File: src/include/sram_bank_settings.svh
/*
  SRAM bank build settings.
  Fixed geometry of the AHB SRAM bank and its bus widths.
*/
`ifndef SRAM_BANK_SETTINGS_SVH
`define SRAM_BANK_SETTINGS_SVH

// byte address bits decoded by the bank
`define SRAM_BANK_ADDR_WIDTH 16

`define SRAM_BANK_DATA_WIDTH 32   // bus and ram word
`define SRAM_BANK_BYTES 4         // byte lanes per word

// word index into the array
`define SRAM_BANK_WORD_ADDR_WIDTH 14
`define SRAM_BANK_DEPTH 16384

`endif
File: src/design/sram_bank_pkg.sv
/*
  SRAM bank types.
  AHB transfer, size and response encodings plus the deny response states.
*/
`default_nettype none

package sram_bank_pkg;

  typedef enum logic [1:0] {
    IDLE   = 2'b00,
    BUSY   = 2'b01,
    NONSEQ = 2'b10,
    SEQ    = 2'b11
  } htrans_e;

  // codes above WORD are not decoded
  typedef enum logic [2:0] {
    BYTE     = 3'b000,
    HALFWORD = 3'b001,
    WORD     = 3'b010
  } hsize_e;

  typedef enum logic [1:0] {
    OKAY  = 2'b00,
    ERROR = 2'b01
  } hresp_e;

  typedef enum logic [1:0] {
    DENY_IDLE,
    DENY_FIRST,   // error with hready low
    DENY_LAST     // error with hready high
  } deny_state_e;

endpackage

`default_nettype wire

File: src/design/byte_lane_steer.sv
/*
  Byte lane steering for big-endian access.
  Mirrors the accessed byte or halfword between bus and RAM lanes,
  passes data through in little-endian mode.
*/
`timescale 1ns/1ns
`default_nettype none
`include "sram_bank_settings.svh"

module byte_lane_steer (
  input  logic                              i_big_endian_b,
  input  sram_bank_pkg::hsize_e             i_dp_size,
  input  logic [1:0]                        i_dp_lane,
  input  logic [`SRAM_BANK_DATA_WIDTH-1:0]  i_hwdata,
  input  logic [`SRAM_BANK_DATA_WIDTH-1:0]  i_ram_rdata,
  output logic [`SRAM_BANK_DATA_WIDTH-1:0]  o_ram_wdata,
  output logic [`SRAM_BANK_DATA_WIDTH-1:0]  o_hrdata
);

  logic [1:0] unit_pos;
  logic [1:0] mirror_pos;

  // copy one unit from byte position src to dst, rest zero
  function automatic logic [`SRAM_BANK_DATA_WIDTH-1:0] lane_move(
    input logic [`SRAM_BANK_DATA_WIDTH-1:0] data,
    input sram_bank_pkg::hsize_e            size,
    input logic [1:0]                       src,
    input logic [1:0]                       dst
  );
    logic [`SRAM_BANK_DATA_WIDTH-1:0] res;
    res = '0;
    case (size)
      sram_bank_pkg::BYTE:
        res[dst*8 +: 8] = data[src*8 +: 8];
      sram_bank_pkg::HALFWORD:
        res[dst*8 +: 16] = data[src*8 +: 16];
      sram_bank_pkg::WORD:
        res = data;
      default:
        res = '0;
    endcase
    return res;
  endfunction

  // halfwords sit on byte 0 or 2
  assign unit_pos   = (i_dp_size == sram_bank_pkg::HALFWORD) ? {i_dp_lane[1], 1'b0}
                                                             : i_dp_lane;
  assign mirror_pos = (i_dp_size == sram_bank_pkg::HALFWORD) ? {~i_dp_lane[1], 1'b0}
                                                             : ~i_dp_lane;

  assign o_hrdata    = i_big_endian_b ? i_ram_rdata
                       : lane_move(i_ram_rdata, i_dp_size, unit_pos, mirror_pos);
  assign o_ram_wdata = i_big_endian_b ? i_hwdata
                       : lane_move(i_hwdata, i_dp_size, mirror_pos, unit_pos);

endmodule

`default_nettype wire

File: config.mk
export PLATFORM = sky130hd
export DESIGN_NAME = byte_lane_steer
export DESIGN_NICKNAME = d
export VERILOG_FILES = /design/src/design/sram_bank_pkg.sv /design/src/design/byte_lane_steer.sv
export VERILOG_INCLUDE_DIRS = /design/src /design/src/include
export SDC_FILE = /design/constraint.sdc
export NUM_CORES = 1
export LEC_CHECK = 0
export ABC_CLOCK_PERIOD_IN_PS = 3600
export BUFFER_PORTS_ARGS = -buffer_cell sky130_fd_sc_hd__buf_2
export CAP_MARGIN = 20
export CORE_MARGIN = 4
export CORE_UTILIZATION = 40
export DETAILED_ROUTE_END_ITERATION = 8
export PLACE_DENSITY = 0.77
export SYNTH_ARGS = -nofsm -noshare
export SYNTH_HDL_FRONTEND = slang
export SYNTH_SLANG_ARGS = --single-unit
File: constraint.sdc
create_clock -name vclk -period 3.6
set_input_delay 0.36 -clock vclk [all_inputs]
set_output_delay 0.36 -clock vclk [all_outputs]
set_load 0.02 [all_outputs]
==> impl_metrics.tcl <==
set metrics [dict create \
    status "completed" \
    critPathMaxFanout 17 \
    timing.fmax_ghz 0.323 \
    synth_top_cell_by_area "a22o_1" \
    timing.final.max_slew_violations 0 \
    setup_viol 0 \
    hold_viol 0 \
    synthCells 286 \
    num-fill-cells 488 \
    routedWlPerCell_um 18.0 \
    cp.depth 10 \
    yosys.area_share.adder 0.0309 \
    synth.distinct_cells 51 \
    whs_endpoint "o_hrdata[0]" \
    pin_count 134 \
    dieArea_sq_mm 0.00626 \
    postLayoutCellArea_sq_mm 0.00273 \
    fin_nets 479 \
    vias_per_cell 6.30 \
    grt_max_degree 37 \
    hold_path_startpoint "i_ram_rdata[0]" \
    endpoint_kind "primary output" \
    synth_area_sq_mm 0.00202 \
    crit_path_start_kind "primary input" \
    worst_pin_slew_ps 704 \
    crit_type "in -> out" \
    maxSlewHeadroom 0.529 \
    synth_top_family_by_area "compound AO/OA/AOI/OAI gates" \
    cts_hold_buf 0 \
    grt_pass1_vias 2716 \
    die_h_um 79.1 \
    final_layout_size_suffix_gt1_frac 0.398 \
    areaGrowthSynthToFinish_pct 35.2 \
    crit_buf_inv 3 \
    drv_cap 0 \
    slowest_stage "or3b_1" \
    first_pass_iters 6 \
    crit_arrival_ps 2730 \
    hpwlAfterDp_um 6280 \
    avgSynthCellArea_sq_um 7.07 \
    antennaDiodeCount 0 \
    rsz0062_at_grt "no" \
    cpLargestDelayFamily "simple AND/OR/NAND/NOR gates" \
    setup_tns_ps 0 \
    p_leak_nw 1.38 \
    synth_compound_area_frac 0.415 \
    die_x_um 79.1 \
    synth-xor-area-share 0 \
    synth_top_area_share 0.0953 \
    syn-num-nets 361 \
    grt_first_pass_wirelength_um 13400 \
    crit_chain "buf_2 -> or3b_1 -> nand2_2 -> buf_4 -> ha_1 -> nand3b_1 -> a2111o_1 -> a21oi_1 -> o22a_1 -> buf_2" \
    seq_area_sq_um 0 \
    post_cts_buffers 0 \
    seq_cells 0 \
    grt_antenna_before_repair 0 \
    cp.required_ps 3240 \
    clock_buffers 0 \
    grt_use_total 0.255 \
    synthMuxAreaShare 0.148 \
    dr_total_vias 2956 \
    ctsResizeCount 0 \
    synthTopCellsByArea "a22o_1 (9.5%), mux4_2 (6.7%), o21ai_0 (5.7%)" \
    synth_simple_gate_area_frac 0.307 \
    power.density_mw_per_mm2 142 \
    yosysSeqAreaShare 0 \
    core_area_sq_mm 0.00482 \
    ys_warn_count 0 \
    drtAntennaViolNets 0 \
    path_common_cell "buf_2" \
    slowest_delay_ps 430 \
    drt_iter0_markers 303 \
    min_period_ps 3090 \
    timing.final.crit_share 0.859 \
    drc 0 \
    rows 25 \
    post_dp_cell_area_sq_mm 0.00273 \
    routed_wl_um 8430 \
    place.gp.congestion 0.877 \
    hold_depth 4 \
    portBuffers 134 \
    hold_path_class "in -> out" \
    start_util 0.420 \
    ir_worst_vdd_v 0.0000809 \
    gr-total-overflow 0 \
]
[where the power goes]
part | internal, mW | switching, mW
registers | 0 | 0
clock network | 0 | 0
logic | 0.155 | 0.232
[final cells by class]
type / count / area, sq um / area share
inverters: 16 / 60.1 / 0.0220
repair buffers: 144 / 758 / 0.277
well taps: 67 / 83.8 / 0.0307
multi-input cells: 242 / 1830 / 0.670
[cell families after synthesis]
group / Yosys count
fa+ha+maj: 5
buf+inv: 44
mux: 19
compound gates: 113
simple gates: 105
[worst max-delay path by stage]
stage                      start              end  slack [ps]
finish              i_dp_size[1]  o_ram_wdata[29]         510
global route        i_dp_size[1]  o_ram_wdata[25]         330
CTS                 i_dp_size[1]  o_ram_wdata[29]         540
detailed placement  i_dp_size[1]  o_ram_wdata[29]         550
global placement    i_dp_size[1]  o_ram_wdata[29]         610
floorplan           i_dp_lane[1]     o_hrdata[10]         490
[Yosys cell counts (3+ instances only)]
master	count
buf_1	4
a222oi_1	7
buf_6	3
a22o_1	22
nand3_1	7
or4bb_1	7
a211oi_1	7
nor3_2	3
buf_2	7
a21o_1	6
o211ai_1	9
a21oi_1	3
ha_1	5
o21ai_1	7
nor3_1	4
and3_1	8
o21ai_0	23
a31oi_1	7
nand2b_1	11
mux2i_1	10
a221o_1	7
nor2_1	11
nand2_1	29
mux4_2	6
nor4_1	10
clkbuf_1	12
a22oi_1	7
inv_1	15
[through the flow]
stage          hold WS [ps]  total power, mW  cells  setup WS (ps)   util
5_1_grt                1090            0.418    469            329  0.568
2_1_floorplan           872            0.242    286            493      -
3_5_place_dp           1070            0.381    469            547  0.568
3_3_place_gp           1070            0.376    469            612  0.568
4_1_cts                1070            0.382    469            541  0.568
6_report               1060            0.387    469            507  0.568
[routing by layer]
| metal | vias to the layer above | global-route usage | part of all wire |
|---|---|---|---|
| met5 | - | 0 | 0 |
| li1 | 1378 | - | - |
| met2 | 185 | 0.436 | 0.49 |
| met3 | 14 | 0.0181 | 0.097 |
| met1 | 1379 | 0.357 | 0.40 |
| met4 | 0 | 0.0361 | 0.013 |
[cell usage in the layout (no fill, tap or decap), types with 3 or more instances in the layout]
master / count
and3_1: 8
buf_2: 134
ha_1: 5
inv_1: 15
o21ai_0: 23
mux4_2: 6
nand2b_1: 11
a21oi_1: 3
nand2_1: 29
nor3_1: 4
a221o_1: 7
a22oi_1: 7
nor4_1: 10
nand3_1: 7
buf_4: 9
a21o_1: 6
a222oi_1: 7
or4bb_1: 7
nor3_2: 3
a22o_1: 22
a211oi_1: 7
o21ai_1: 7
mux2i_1: 10
nor2_1: 11
o211ai_1: 9
a31oi_1: 7
(Power assumes the default switching activity.)
