File: src/include/sram_bank_settings.svh
/*
  SRAM bank build settings.
  Fixed geometry of the AHB SRAM bank and its bus widths.
*/
`ifndef SRAM_BANK_SETTINGS_SVH
`define SRAM_BANK_SETTINGS_SVH

// byte address bits decoded by the bank
`define SRAM_BANK_ADDR_WIDTH 16

`define SRAM_BANK_DATA_WIDTH 32   // bus and ram word
`define SRAM_BANK_BYTES 4         // byte lanes per word

// word index into the array
`define SRAM_BANK_WORD_ADDR_WIDTH 14
`define SRAM_BANK_DEPTH 16384

`endif
File: src/design/sram_bank_pkg.sv
/*
  SRAM bank types.
  AHB transfer, size and response encodings plus the deny response states.
*/
`default_nettype none

package sram_bank_pkg;

  typedef enum logic [1:0] {
    IDLE   = 2'b00,
    BUSY   = 2'b01,
    NONSEQ = 2'b10,
    SEQ    = 2'b11
  } htrans_e;

  // codes above WORD are not decoded
  typedef enum logic [2:0] {
    BYTE     = 3'b000,
    HALFWORD = 3'b001,
    WORD     = 3'b010
  } hsize_e;

  typedef enum logic [1:0] {
    OKAY  = 2'b00,
    ERROR = 2'b01
  } hresp_e;

  typedef enum logic [1:0] {
    DENY_IDLE,
    DENY_FIRST,   // error with hready low
    DENY_LAST     // error with hready high
  } deny_state_e;

endpackage

`default_nettype wire

File: src/design/ahb_access_ctrl.sv
/*
  AHB access control for the SRAM bank.
  Qualifies address phases, sequences the two-cycle ERROR response for denied
  accesses, buffers writes into their data phase and arbitrates the RAM port.
*/
`timescale 1ns/1ns
`default_nettype none
`include "sram_bank_settings.svh"

module ahb_access_ctrl (
  input  logic                              mem_hclk,
  input  logic                              mem_hrst_b,
  input  logic                              i_hsel,
  input  logic [`SRAM_BANK_ADDR_WIDTH-1:0]  i_haddr,
  input  sram_bank_pkg::htrans_e            i_htrans,
  input  sram_bank_pkg::hsize_e             i_hsize,
  input  logic                              i_hwrite,
  input  logic                              i_rd_deny,
  input  logic                              i_wr_deny,
  output logic                              o_hready,
  output sram_bank_pkg::hresp_e             o_hresp,
  output logic                              o_idle,
  output logic                              o_ram_sel,
  output logic                              o_ram_write,
  output logic [`SRAM_BANK_ADDR_WIDTH-1:0]  o_ram_addr,
  output sram_bank_pkg::hsize_e             o_ram_size,
  output sram_bank_pkg::hsize_e             o_dp_size,
  output logic [1:0]                        o_dp_lane
);

  logic                             addr_act;
  logic                             addr_deny;
  logic                             rd_req;
  logic                             wb_valid;
  logic                             held_valid;
  logic [`SRAM_BANK_ADDR_WIDTH-1:0] ap_addr_q;
  sram_bank_pkg::hsize_e            ap_size_q;
  sram_bank_pkg::deny_state_e       deny_state;
  sram_bank_pkg::deny_state_e       deny_next;

  assign addr_act = i_hsel && o_hready &&
                    ((i_htrans == sram_bank_pkg::NONSEQ) ||
                     (i_htrans == sram_bank_pkg::SEQ));
  assign addr_deny = addr_act && (i_hwrite ? i_wr_deny : i_rd_deny);
  assign rd_req    = addr_act && !i_hwrite && !addr_deny;

  // last accepted address phase, shared by write buffer, held read and data phase
  always_ff @(posedge mem_hclk)
  begin
    if (o_hready)
    begin
      ap_addr_q <= i_haddr;
      ap_size_q <= i_hsize;
    end
  end

  always_ff @(posedge mem_hclk or negedge mem_hrst_b)
  begin
    if (!mem_hrst_b)
    begin
      wb_valid   <= 1'b0;
      held_valid <= 1'b0;
      deny_state <= sram_bank_pkg::DENY_IDLE;
    end
    else
    begin
      wb_valid   <= addr_act && i_hwrite && !addr_deny;
      held_valid <= rd_req && wb_valid;   // read loses the port to the buffer
      deny_state <= deny_next;
    end
  end

  always_comb
  begin
    deny_next = deny_state;
    case (deny_state)
      sram_bank_pkg::DENY_IDLE:
        if (addr_deny)
          deny_next = sram_bank_pkg::DENY_FIRST;
      sram_bank_pkg::DENY_FIRST:
        deny_next = sram_bank_pkg::DENY_LAST;
      sram_bank_pkg::DENY_LAST:
        deny_next = addr_deny ? sram_bank_pkg::DENY_FIRST : sram_bank_pkg::DENY_IDLE;
      default:
        deny_next = sram_bank_pkg::DENY_IDLE;
    endcase
  end

  // write buffer first, then a held read, then the live read
  always_comb
  begin
    if (wb_valid || held_valid)
    begin
      o_ram_sel   = 1'b1;
      o_ram_write = wb_valid;
      o_ram_addr  = ap_addr_q;
      o_ram_size  = ap_size_q;
    end
    else
    begin
      o_ram_sel   = rd_req;
      o_ram_write = 1'b0;
      o_ram_addr  = i_haddr;
      o_ram_size  = i_hsize;
    end
  end

  assign o_hready = !held_valid && (deny_state != sram_bank_pkg::DENY_FIRST);
  assign o_hresp  = (deny_state == sram_bank_pkg::DENY_IDLE) ? sram_bank_pkg::OKAY
                                                             : sram_bank_pkg::ERROR;
  assign o_idle   = !addr_act && !wb_valid && !held_valid;

  assign o_dp_size = ap_size_q;
  assign o_dp_lane = ap_addr_q[1:0];

endmodule

`default_nettype wire

File: config.mk
export PLATFORM = sky130hd
export DESIGN_NAME = ahb_access_ctrl
export DESIGN_NICKNAME = d
export VERILOG_FILES = /design/src/design/sram_bank_pkg.sv /design/src/design/ahb_access_ctrl.sv
export VERILOG_INCLUDE_DIRS = /design/src /design/src/include
export SDC_FILE = /design/constraint.sdc
export NUM_CORES = 1
export LEC_CHECK = 0
export ABC_AREA = 1
export CORE_MARGIN = 1.5
export CORE_UTILIZATION = 35
export CTS_CLUSTER_DIAMETER = 80
export CTS_CLUSTER_SIZE = 8
export DETAILED_ROUTE_END_ITERATION = 8
export DONT_BUFFER_PORTS = 1
export GPL_ROUTABILITY_DRIVEN = 0
export PLACE_DENSITY_LB_ADDON = 0.05
export SYNTH_ARGS = -nofsm -noshare
export SYNTH_HDL_FRONTEND = slang
export SYNTH_SLANG_ARGS = --single-unit
File: constraint.sdc
create_clock -name mem_hclk -period 2.8 [get_ports mem_hclk]
set_clock_uncertainty 0.2 [all_clocks]
set_input_delay 0.14 -clock mem_hclk [delete_from_list [all_inputs] [get_ports mem_hclk]]
set_output_delay 0.14 -clock mem_hclk [all_outputs]
set_load 0.05 [all_outputs]
==> results of run 1 <==
==> registers in the layout, summed over array words and instances, names as in the netlist <==
signal / count
ap_addr_q: 16
deny_state: 2
held_valid: 1
o_dp_size: 3
wb_valid: 1
==> metal layers <==
layer  track usage  up-vias
met5             0        -
met4        0.0487        0
met3        0.0308        2
met2         0.248       33
met1         0.212      429
li1              -      466
==> how the worst max path moves through the flow <==
stage	endpoint	cells past startpoint
floorplan	o_ram_sel	4
global placement	o_ram_addr[12]	5
detailed placement	o_ram_addr[9]	5
CTS	o_ram_addr[9]	5
global route	o_ram_addr[5]	5
finish	o_ram_addr[9]	5
==> through the flow <==
| step | hold WS [ps] | setup WS (ps) |
|---|---|---|
| 2_1_floorplan | -356 | 784 |
| 3_3_place_gp | -356 | 921 |
| 3_5_place_dp | -355 | 922 |
| 4_1_cts | 233 | 560 |
| 5_1_grt | 231 | 416 |
| 6_report | 236 | 607 |
==> layout make-up <==
type                            instances  share of cell area
Multi-Input combinational cell         76               0.182
Tap cell                               33              0.0227
Timing Repair Buffer                   54               0.399
Clock buffer                            4              0.0145
Inverter                                6              0.0124
Sequential cell                        23               0.369
==> critical path, delay by kind of cell, from the launching register on <==
family	cells	cell delay, ps
simple gates	3	690
flops	1	400
buf+inv	2	460
==> cells by family (layout without fill, tap and decap cells) <==
group	Yosys count	in the layout
other	1	1
buffers and inverters	16	64
AOI/OAI and AO/OA	20	20
DFF	23	23
and+or+nand+nor	55	55
==> cells in the mapped netlist <==
cell type	n	area share
nand2_1	46	0.16
dfrtp_1	4	0.092
conb_1	1	0.0034
buf_6	1	0.010
a21oi_4	1	0.015
nand3_2	1	0.0092
clkbuf_1	4	0.014
nor2_1	6	0.021
buf_4	5	0.035
o21ai_0	19	0.087
inv_1	6	0.021
edfxtp_1	19	0.52
nand3_1	2	0.0092
==> power breakdown <==
| part | total (mW) | internal, mW | switching [mW] |
|---|---|---|---|
| Clock | 0.147 | 0.0554 | 0.0915 |
| Combinational | 0.273 | 0.125 | 0.148 |
| Sequential | 0.421 | 0.395 | 0.0257 |
| Total | 0.841 | 0.575 | 0.265 |
==> metrics.txt, run 1 <==
CTS max path bufs=2; max-cap viol count=0; I/O pin count=57; Final min period=2190 ps; HP Class=reg -> reg; CP endpoint kind=primary output; Adder-Cell Fraction of Synth Area=0; power density cells=463 nW/µm²; hold_sp=deny_state[1]; H-tree Lvls=1; Hold Crit Depth=1; setup bufs post-CTS=0; CTS Buf Count=3; grt ovf=0; met3 WL=154 µm; Area Overhead vs Synth=67.1%; fin crit share=0.783; critical path data required time=2460 ps; Slew Limit Headroom=0.559; startpoint types=flop; Clock Sinks=23; Gate Count Post-Synth=115; drt total wl=2490 µm; vias in the first global route=902; TritonRoute pass-1 iters=4; Post-Layout Cell Count=196; total design power=0.841 mW; Reg-to-Reg End=held_valid; Synth Area in Compound Gates=0.102; cell area after synthesis=1090 µm²; CTS Root Cell=clkbuf_4; CTS tree=yes; synth warn=0; Post-Synth XOR/XNOR Area=0; Synth Area in Simple Gates=0.198; Core Region=3000 µm²; post-cts sizing count=0; outcome=completed; multi-input logic area=330 µm²; die width=58.7 µm; Slew @ Worst Pin=659 ps; total of fill cells in the finished design=250; CP Max Fanout=12; Setup-failing EPs final=0; Register-to-Register Path Depth=5; die height=58.7 µm; R2R setup slack=750 ps; HPWL after DPL=1620 µm; Crit Reg-Reg Startpoint=held_valid; fmax=456 MHz; Avg WL per Cell=12.7 µm; Routed Antenna Nets=0; DIE AREA=3450 µm²; Static Leak=0.833 nW; first-pass GRT wire length=4120 µm; Hold-fix buffers, CTS=28; Via Count=930; largest net degree at the start of global routing=22; Hold Fails Final Rpt=0; commonest cells after routing, fill and taps aside=nand2_1 (46), dlygate4sd3_1 (28), buf_12 (20), o21ai_0 (19), edfxtp_1 (19); Pins Over Slew Limit=0; largest family of logic cells by synthesized area=simple AND/OR/NAND/NOR gates; RSZ-0062 raised after global routing=false; Reg clk slew, reported paths=120 ps; commonest non-fill, non-tap cell in the layout=nand2_1; antenna cells=0; CP max stage delay=520 ps; all-layer global routing usage=0.155; kind of critical path=reg -> out; PortBufs=0; setup_tns=0 ps; M1 WL=1070 µm; metal2 WL=1260 µm; Finished Core Util=0.605; DRC=0; Seq/Total Area, Yosys=0.617; row cnt=20; Reg area=671 µm²; post-synthesis cell type count=13; CP startpoint=held_valid; Highest Signal Layer=met4; initial core utilization=0.362; dpl cell area=1510 µm²; mux cell area share after synthesis=0; later-pin clock latency in the skew report=300 ps; #FFs+latches synth=23; placed cell count=164; 1st-iter DRT viols=39; share of layout cells above drive strength 1=0.190; Syn Nets=142; Critical-path top delay cell=nor2_1; Via density=4.74; Final #Nets=191; crit-path cells=nor2_1 > buf_4 > nand2_1 > nand2_1 > buf_12; most frequent CP cell=nand2_1; crit path DAT=1850 ps; maximum vdd drop=0.251 mV; design area=1820 µm²; number of antenna violations at the first check in global routing=0; sink of the worst hold path=deny_state[1]; Avg Inst Size Synth=9.45 µm²
(Power assumes the default switching activity.)
==> inputs of run 2 (changes only) <==
clock period = 1.8 ns   (was 2.8 ns; I/O delays follow)
==> run 2 against run 1 <==
Cell count up 5.6%. Global-route usage up 1.2 points. Total power up 59%. Routed wire length up 7.8%. Sequential cell count unchanged. Highest routed layer unchanged.
==> metrics.txt, run 2 (synthesis gave the netlist of run 1 again) <==
1st-iter DRT viols=25 (was 39); initial core utilization=0.362 (unchanged); max-cap viol count=0 (unchanged); largest net degree at the start of global routing=16 (was 22); CP endpoint kind=primary output (unchanged); PortBufs=0 (unchanged); outcome=completed (unchanged); HPWL after DPL=1810 µm (was 1620 µm); fin crit share=0.958; kind of critical path=reg -> out (unchanged); later-pin clock latency in the skew report=300 ps (about the same); die height=58.7 µm (unchanged); Clock Sinks=23 (unchanged); Setup-failing EPs final=0 (unchanged); critical path data required time=1510 ps (was 2460 ps); number of antenna violations at the first check in global routing=0 (unchanged); startpoint types=flop (unchanged); hold slack final=199 ps (was 236 ps); HP Class=in -> reg (was reg -> reg); Hold Fails Final Rpt=0 (unchanged); drt total wl=2690 µm (was 2490 µm); CTS Root Cell=clkbuf_4 (unchanged); all-layer global routing usage=0.167 (was 0.155); multi-input logic area=340 µm² (was 330 µm²); CP Max Fanout=8 (was 12); setup_tns=0 ps (unchanged); DIE AREA=3450 µm² (unchanged); antenna cells=0 (unchanged); Routed Antenna Nets=0 (unchanged); I/O pin count=57 (unchanged); CTS tree=yes (unchanged); DRC=0 (unchanged); Static Leak=0.892 nW (was 0.833 nW); fmax=580 MHz; Area Overhead vs Synth=77.0% (was 67.1%); first-pass GRT wire length=4300 µm (was 4120 µm); total design power=1.33 mW (was 0.841 mW); Reg clk slew, reported paths=130 ps (was 120 ps); Via density=4.67 (was 4.74); Final min period=1720 ps; Via Count=967 (was 930); commonest non-fill, non-tap cell in the layout=nand2_1 (unchanged); power density cells=693 nW/µm² (was 463 nW/µm²); vias in the first global route=916 (was 902); CTS Buf Count=3 (unchanged); Reg area=673 µm² (was 671 µm²); Core Region=3000 µm² (unchanged); H-tree Lvls=1 (unchanged); Post-Layout Cell Count=207 (was 196); crit path DAT=1430 ps (was 1850 ps); Pins Over Slew Limit=0 (unchanged); Final #Nets=202 (was 191); share of layout cells above drive strength 1=0.270 (was 0.190); Largest Register=ap_addr_q (unchanged); TritonRoute pass-1 iters=4 (unchanged); max reg flops=16 (unchanged); row cnt=20 (unchanged); CTS max path bufs=2 (unchanged); commonest cells after routing, fill and taps aside=nand2_1 (45), dlygate4sd3_1 (28), buf_12 (20), edfxtp_1 (19), o21ai_0 (17) (was nand2_1 (46), dlygate4sd3_1 (28), buf_12 (20), o21ai_0 (19), edfxtp_1 (19)); Avg WL per Cell=13.0 µm (was 12.7 µm); die width=58.7 µm (unchanged); grt ovf=0 (unchanged); placed cell count=172 (was 164); total of fill cells in the finished design=240 (was 250); maximum vdd drop=0.488 mV (was 0.251 mV)
[run 2: changes by cell type in the layout (fill, tap and decap cells not counted), sizes merged]
cell	delta
clkinv	+1
buf	+11
clkbuf	-1
[run 2: metrics by stage]
stage / cell area, µm² / util / worst slack, ps
finish: 1920 / 0.641 / 75.4
global route: 1920 / 0.641 / -6.21
CTS: 1900 / 0.634 / 21.1
detailed placement: 1570 / 0.524 / 272
global placement: 1570 / 0.524 / 307
floorplan: 1090 / - / -72.1
[run 2: routing by layer]
metal,GRT usage,up-vias,wire length (µm)
met5,0,-,0
met4,0.0584,0,17
met3,0.0374,2,166
met2,0.271,35,1350
met1,0.220,439,1160
li1,-,491,-
[run 2: critical path, stage by stage (launching register included)]
cell,delay [ps]
dfrtp_2,490
nor2_4,170
buf_6,150
nand2_1,60
nand2_1,110
buf_12,140
[run 2: cell type report]
cell class,instances,share of cell area
Clock inverter,1,0.00260
Multi-Input combinational cell,76,0.177
Timing Repair Buffer,65,0.426
Inverter,6,0.0117
Tap cell,33,0.0215
Sequential cell,23,0.350
Clock buffer,3,0.0117
[run 2: power by group]
group          internal (mW)  total (mW)  switching [mW]
Clock                 0.0828       0.232           0.149
Combinational          0.212       0.477           0.265
Sequential             0.614       0.625          0.0114
Total                  0.909        1.33           0.425
[run 2: path summary, 6_finish.rpt]
| check | startpoint | end | slack (ps) | depth (start not counted) |
|---|---|---|---|---|
| worst max-delay path | held_valid | o_ram_addr[5] | 80 | 5 |
| worst min-delay path | i_hsize[1] | o_dp_size[1] | 200 | 1 |
| max in group asynchronous | mem_hrst_b | wb_valid | 810 | 2 |
| min in group asynchronous | mem_hrst_b | held_valid | 400 | 2 |
| worst max register to register | held_valid | held_valid | 130 | 4 |
| worst min register to register | deny_state[1] | deny_state[1] | 240 | 1 |
[run 2: repair_timing]
item                                   4_1_cts  5_1_grt
setup endpoints to repair                   18       16
gates cloned                                 1        0
hold buffers                                28        0
gates resized for setup                      5        5
endpoints found under the hold margin       26        0
buffers inserted                             1        1
==> inputs of run 3 (changes only) <==
==> constraint.sdc (replaced) <==
create_clock -name mem_hclk -period 1.8 [get_ports mem_hclk]
set_clock_uncertainty 0.2 [all_clocks]
set_input_delay 0.36 -clock mem_hclk [delete_from_list [all_inputs] [get_ports mem_hclk]]
set_output_delay 0.36 -clock mem_hclk [all_outputs]
set_load 0.05 [all_outputs]
==> run 3 against run 2 <==
The flow now finishes with violations (negative setup slack). Critical path type unchanged. Sequential power barely moved. Critical path depth rose by 1. Non-clock buffer count fell by 6. Cell count fell by 2.9%. Total power rose by 1.9%. Combinational power rose by 4.4%. Fmax fell by 12%. Largest power group unchanged. Clock power barely moved.
==> metrics.txt, run 3 (synthesis gave the netlist of run 1 again) <==
outcome=complete, but fails checks (was completed); failing checks=negative setup slack; critical path data required time=1240 ps (was 1510 ps); Reg clk slew, reported paths=130 ps (about the same); fmax=511 MHz (was 580 MHz); commonest cells after routing, fill and taps aside=nand2_1 (25), dlygate4sd3_1 (21), buf_12 (21), nand2_2 (20), edfxtp_1 (19) (was nand2_1 (45), dlygate4sd3_1 (28), buf_12 (20), edfxtp_1 (19), o21ai_0 (17)); Register-to-Register Path Depth=5 (was 4); H-tree Lvls=1 (unchanged); Hold-fix buffers, CTS=21 (was 28); total of fill cells in the finished design=239 (was 240); fin crit share=1.09 (was 0.958); Via Count=952 (was 967); CTS tree=yes (unchanged); crit path buf inv count=3 (was 2); I/O pin count=57 (unchanged); Static Leak=0.903 nW (was 0.892 nW); critical path depth=6 (was 5); Top delay family on crit path=flip-flops (unchanged); RSZ-0062 raised after global routing=true; Pins Over Slew Limit=0 (unchanged); setup_tns=-2650 ps (was 0 ps); Finished Core Util=0.662 (was 0.641); DRC=0 (unchanged); Critical-path top delay cell=dfrtp_2 (unchanged); Final min period=1960 ps (was 1720 ps); initial core utilization=0.362 (unchanged); drt total wl=2670 µm (was 2690 µm); Via density=4.74 (was 4.67); CP max stage delay=470 ps (was 490 ps); Largest Register=ap_addr_q (unchanged); maximum vdd drop=0.441 mV (was 0.488 mV); CTS Root Cell=clkbuf_4 (unchanged); CTS max path bufs=2 (unchanged); Setup-failing EPs final=22 (was 0); HPWL after DPL=1750 µm (was 1810 µm); power density cells=684 nW/µm² (was 693 nW/µm²); Reg-to-Reg End=ap_addr_q[6] (was held_valid); worst setup margin=-158 ps (was 75.4 ps); Routed Antenna Nets=0 (unchanged); Core Region=3000 µm² (unchanged); pre-CTS setup slack=107 ps (was 272 ps); DIE AREA=3450 µm² (unchanged); crit-path cells=buf_6 > a21oi_4 > nand2_2 > nand2_1 > inv_2 > buf_12 (was nor2_4 > buf_6 > nand2_1 > nand2_1 > buf_12); CP endpoint kind=primary output (unchanged); CP startpoint=held_valid (unchanged); antenna cells=0 (unchanged); die width=58.7 µm (unchanged); share of layout cells above drive strength 1=0.423 (was 0.270); Avg WL per Cell=13.3 µm (was 13.0 µm); Area Overhead vs Synth=82.9% (was 77.0%); vias in the first global route=956 (was 916); max-cap viol count=0 (unchanged); max reg flops=16 (unchanged); all-layer global routing usage=0.169 (was 0.167); largest net degree at the start of global routing=20 (was 16); crit path capture=o_idle (was o_ram_addr[5]); later-pin clock latency in the skew report=310 ps (was 300 ps); HP Class=in -> reg (unchanged); TritonRoute pass-1 iters=4 (unchanged); first-pass GRT wire length=4380 µm (was 4300 µm); placed cell count=172 (unchanged); die height=58.7 µm (unchanged); dpl cell area=1570 µm² (unchanged); Post-Layout Cell Count=201 (was 207); CP Max Fanout=3 (was 8); startpoint types=flop (unchanged); Crit Reg-Reg Startpoint=held_valid (unchanged); PortBufs=0 (unchanged); 1st-iter DRT viols=31 (was 25); commonest non-fill, non-tap cell in the layout=nand2_1 (unchanged); kind of critical path=reg -> out (unchanged); Hold Fails Final Rpt=0 (unchanged); Clock Sinks=23 (unchanged); R2R setup slack=100 ps (was 130 ps); CTS Buf Count=3 (unchanged); row cnt=20 (unchanged); Final #Nets=196 (was 202); number of antenna violations at the first check in global routing=0 (unchanged); design area=1990 µm² (was 1920 µm²); grt ovf=0 (unchanged); crit path DAT=1400 ps (was 1430 ps)
## run 3: cell types whose count changed in the layout (fill, tap and decap cells not counted), moves of 2 or more
cell,change
dlygate4sd3_1,-7
o21ai_1,+13
buf_4,-5
o21ai_2,+2
buf_8,+3
nand2_2,+19
nand2_1,-20
o21ai_0,-15
## run 3: worst min-delay path by stage
stage | startpoint | end | slack (ps) | cells after the start
final | i_hwrite | held_valid | 10 | 3
after global routing | i_hwrite | held_valid | -5 | 3
after CTS | i_hwrite | held_valid | 6 | 3
after detailed placement | mem_hrst_b | deny_state[1] | -140 | 0
after global placement | mem_hrst_b | deny_state[1] | -140 | 0
after floorplan | mem_hrst_b | deny_state[0] | -140 | 0
## run 3: layout make-up
class | count | area (µm²) | share of cell area
Clock buffer | 3 | 22.5 | 0.0113
Tap cell | 33 | 41.3 | 0.0208
Clock inverter | 1 | 5.00 | 0.00252
Inverter | 6 | 22.5 | 0.0113
Multi-Input combinational cell | 76 | 403 | 0.203
Timing Repair Buffer | 59 | 821 | 0.413
Sequential cell | 23 | 673 | 0.339
## run 3: per-layer routing
layer / share of wire / wire, µm / vias up / GRT usage
li1: - / - / 481 / -
met1: 0.39 / 1050 / 435 / 0.214
met2: 0.54 / 1440 / 34 / 0.276
met3: 0.061 / 163 / 2 / 0.0440
met4: 0.0064 / 17 / 0 / 0.0682
met5: 0 / 0 / - / 0
## run 3: power by group
part           leakage [nW]  internal [mW]  switching (mW)
Clock                0.0177         0.0829           0.151
Sequential            0.250          0.614          0.0129
Combinational         0.635          0.226           0.273
Total                 0.903          0.923           0.436
## run 3: worst register-to-register path: stages (launching register included)
cell       delay (ps)
dfrtp_2           470
buf_6             130
a21oi_4           160
buf_6             130
buf_4             110
bufbuf_16         240
## run 3: metrics by stage
step	total power, mW	hold slack, ps
after floorplan	0.875	-136
after global placement	1.06	-136
after detailed placement	1.06	-136
after CTS	1.36	6.43
after global routing	1.42	-5.44
final	1.36	9.78
## run 3: what timing repair did
action | CTS | global route
endpoints found under the setup margin | 22 | 23
buffers inserted | 3 | 0
gates cloned | 1 | 0
gates resized for setup | 19 | 39
pin swaps | 3 | 5
endpoints found under the hold margin | 24 | 1
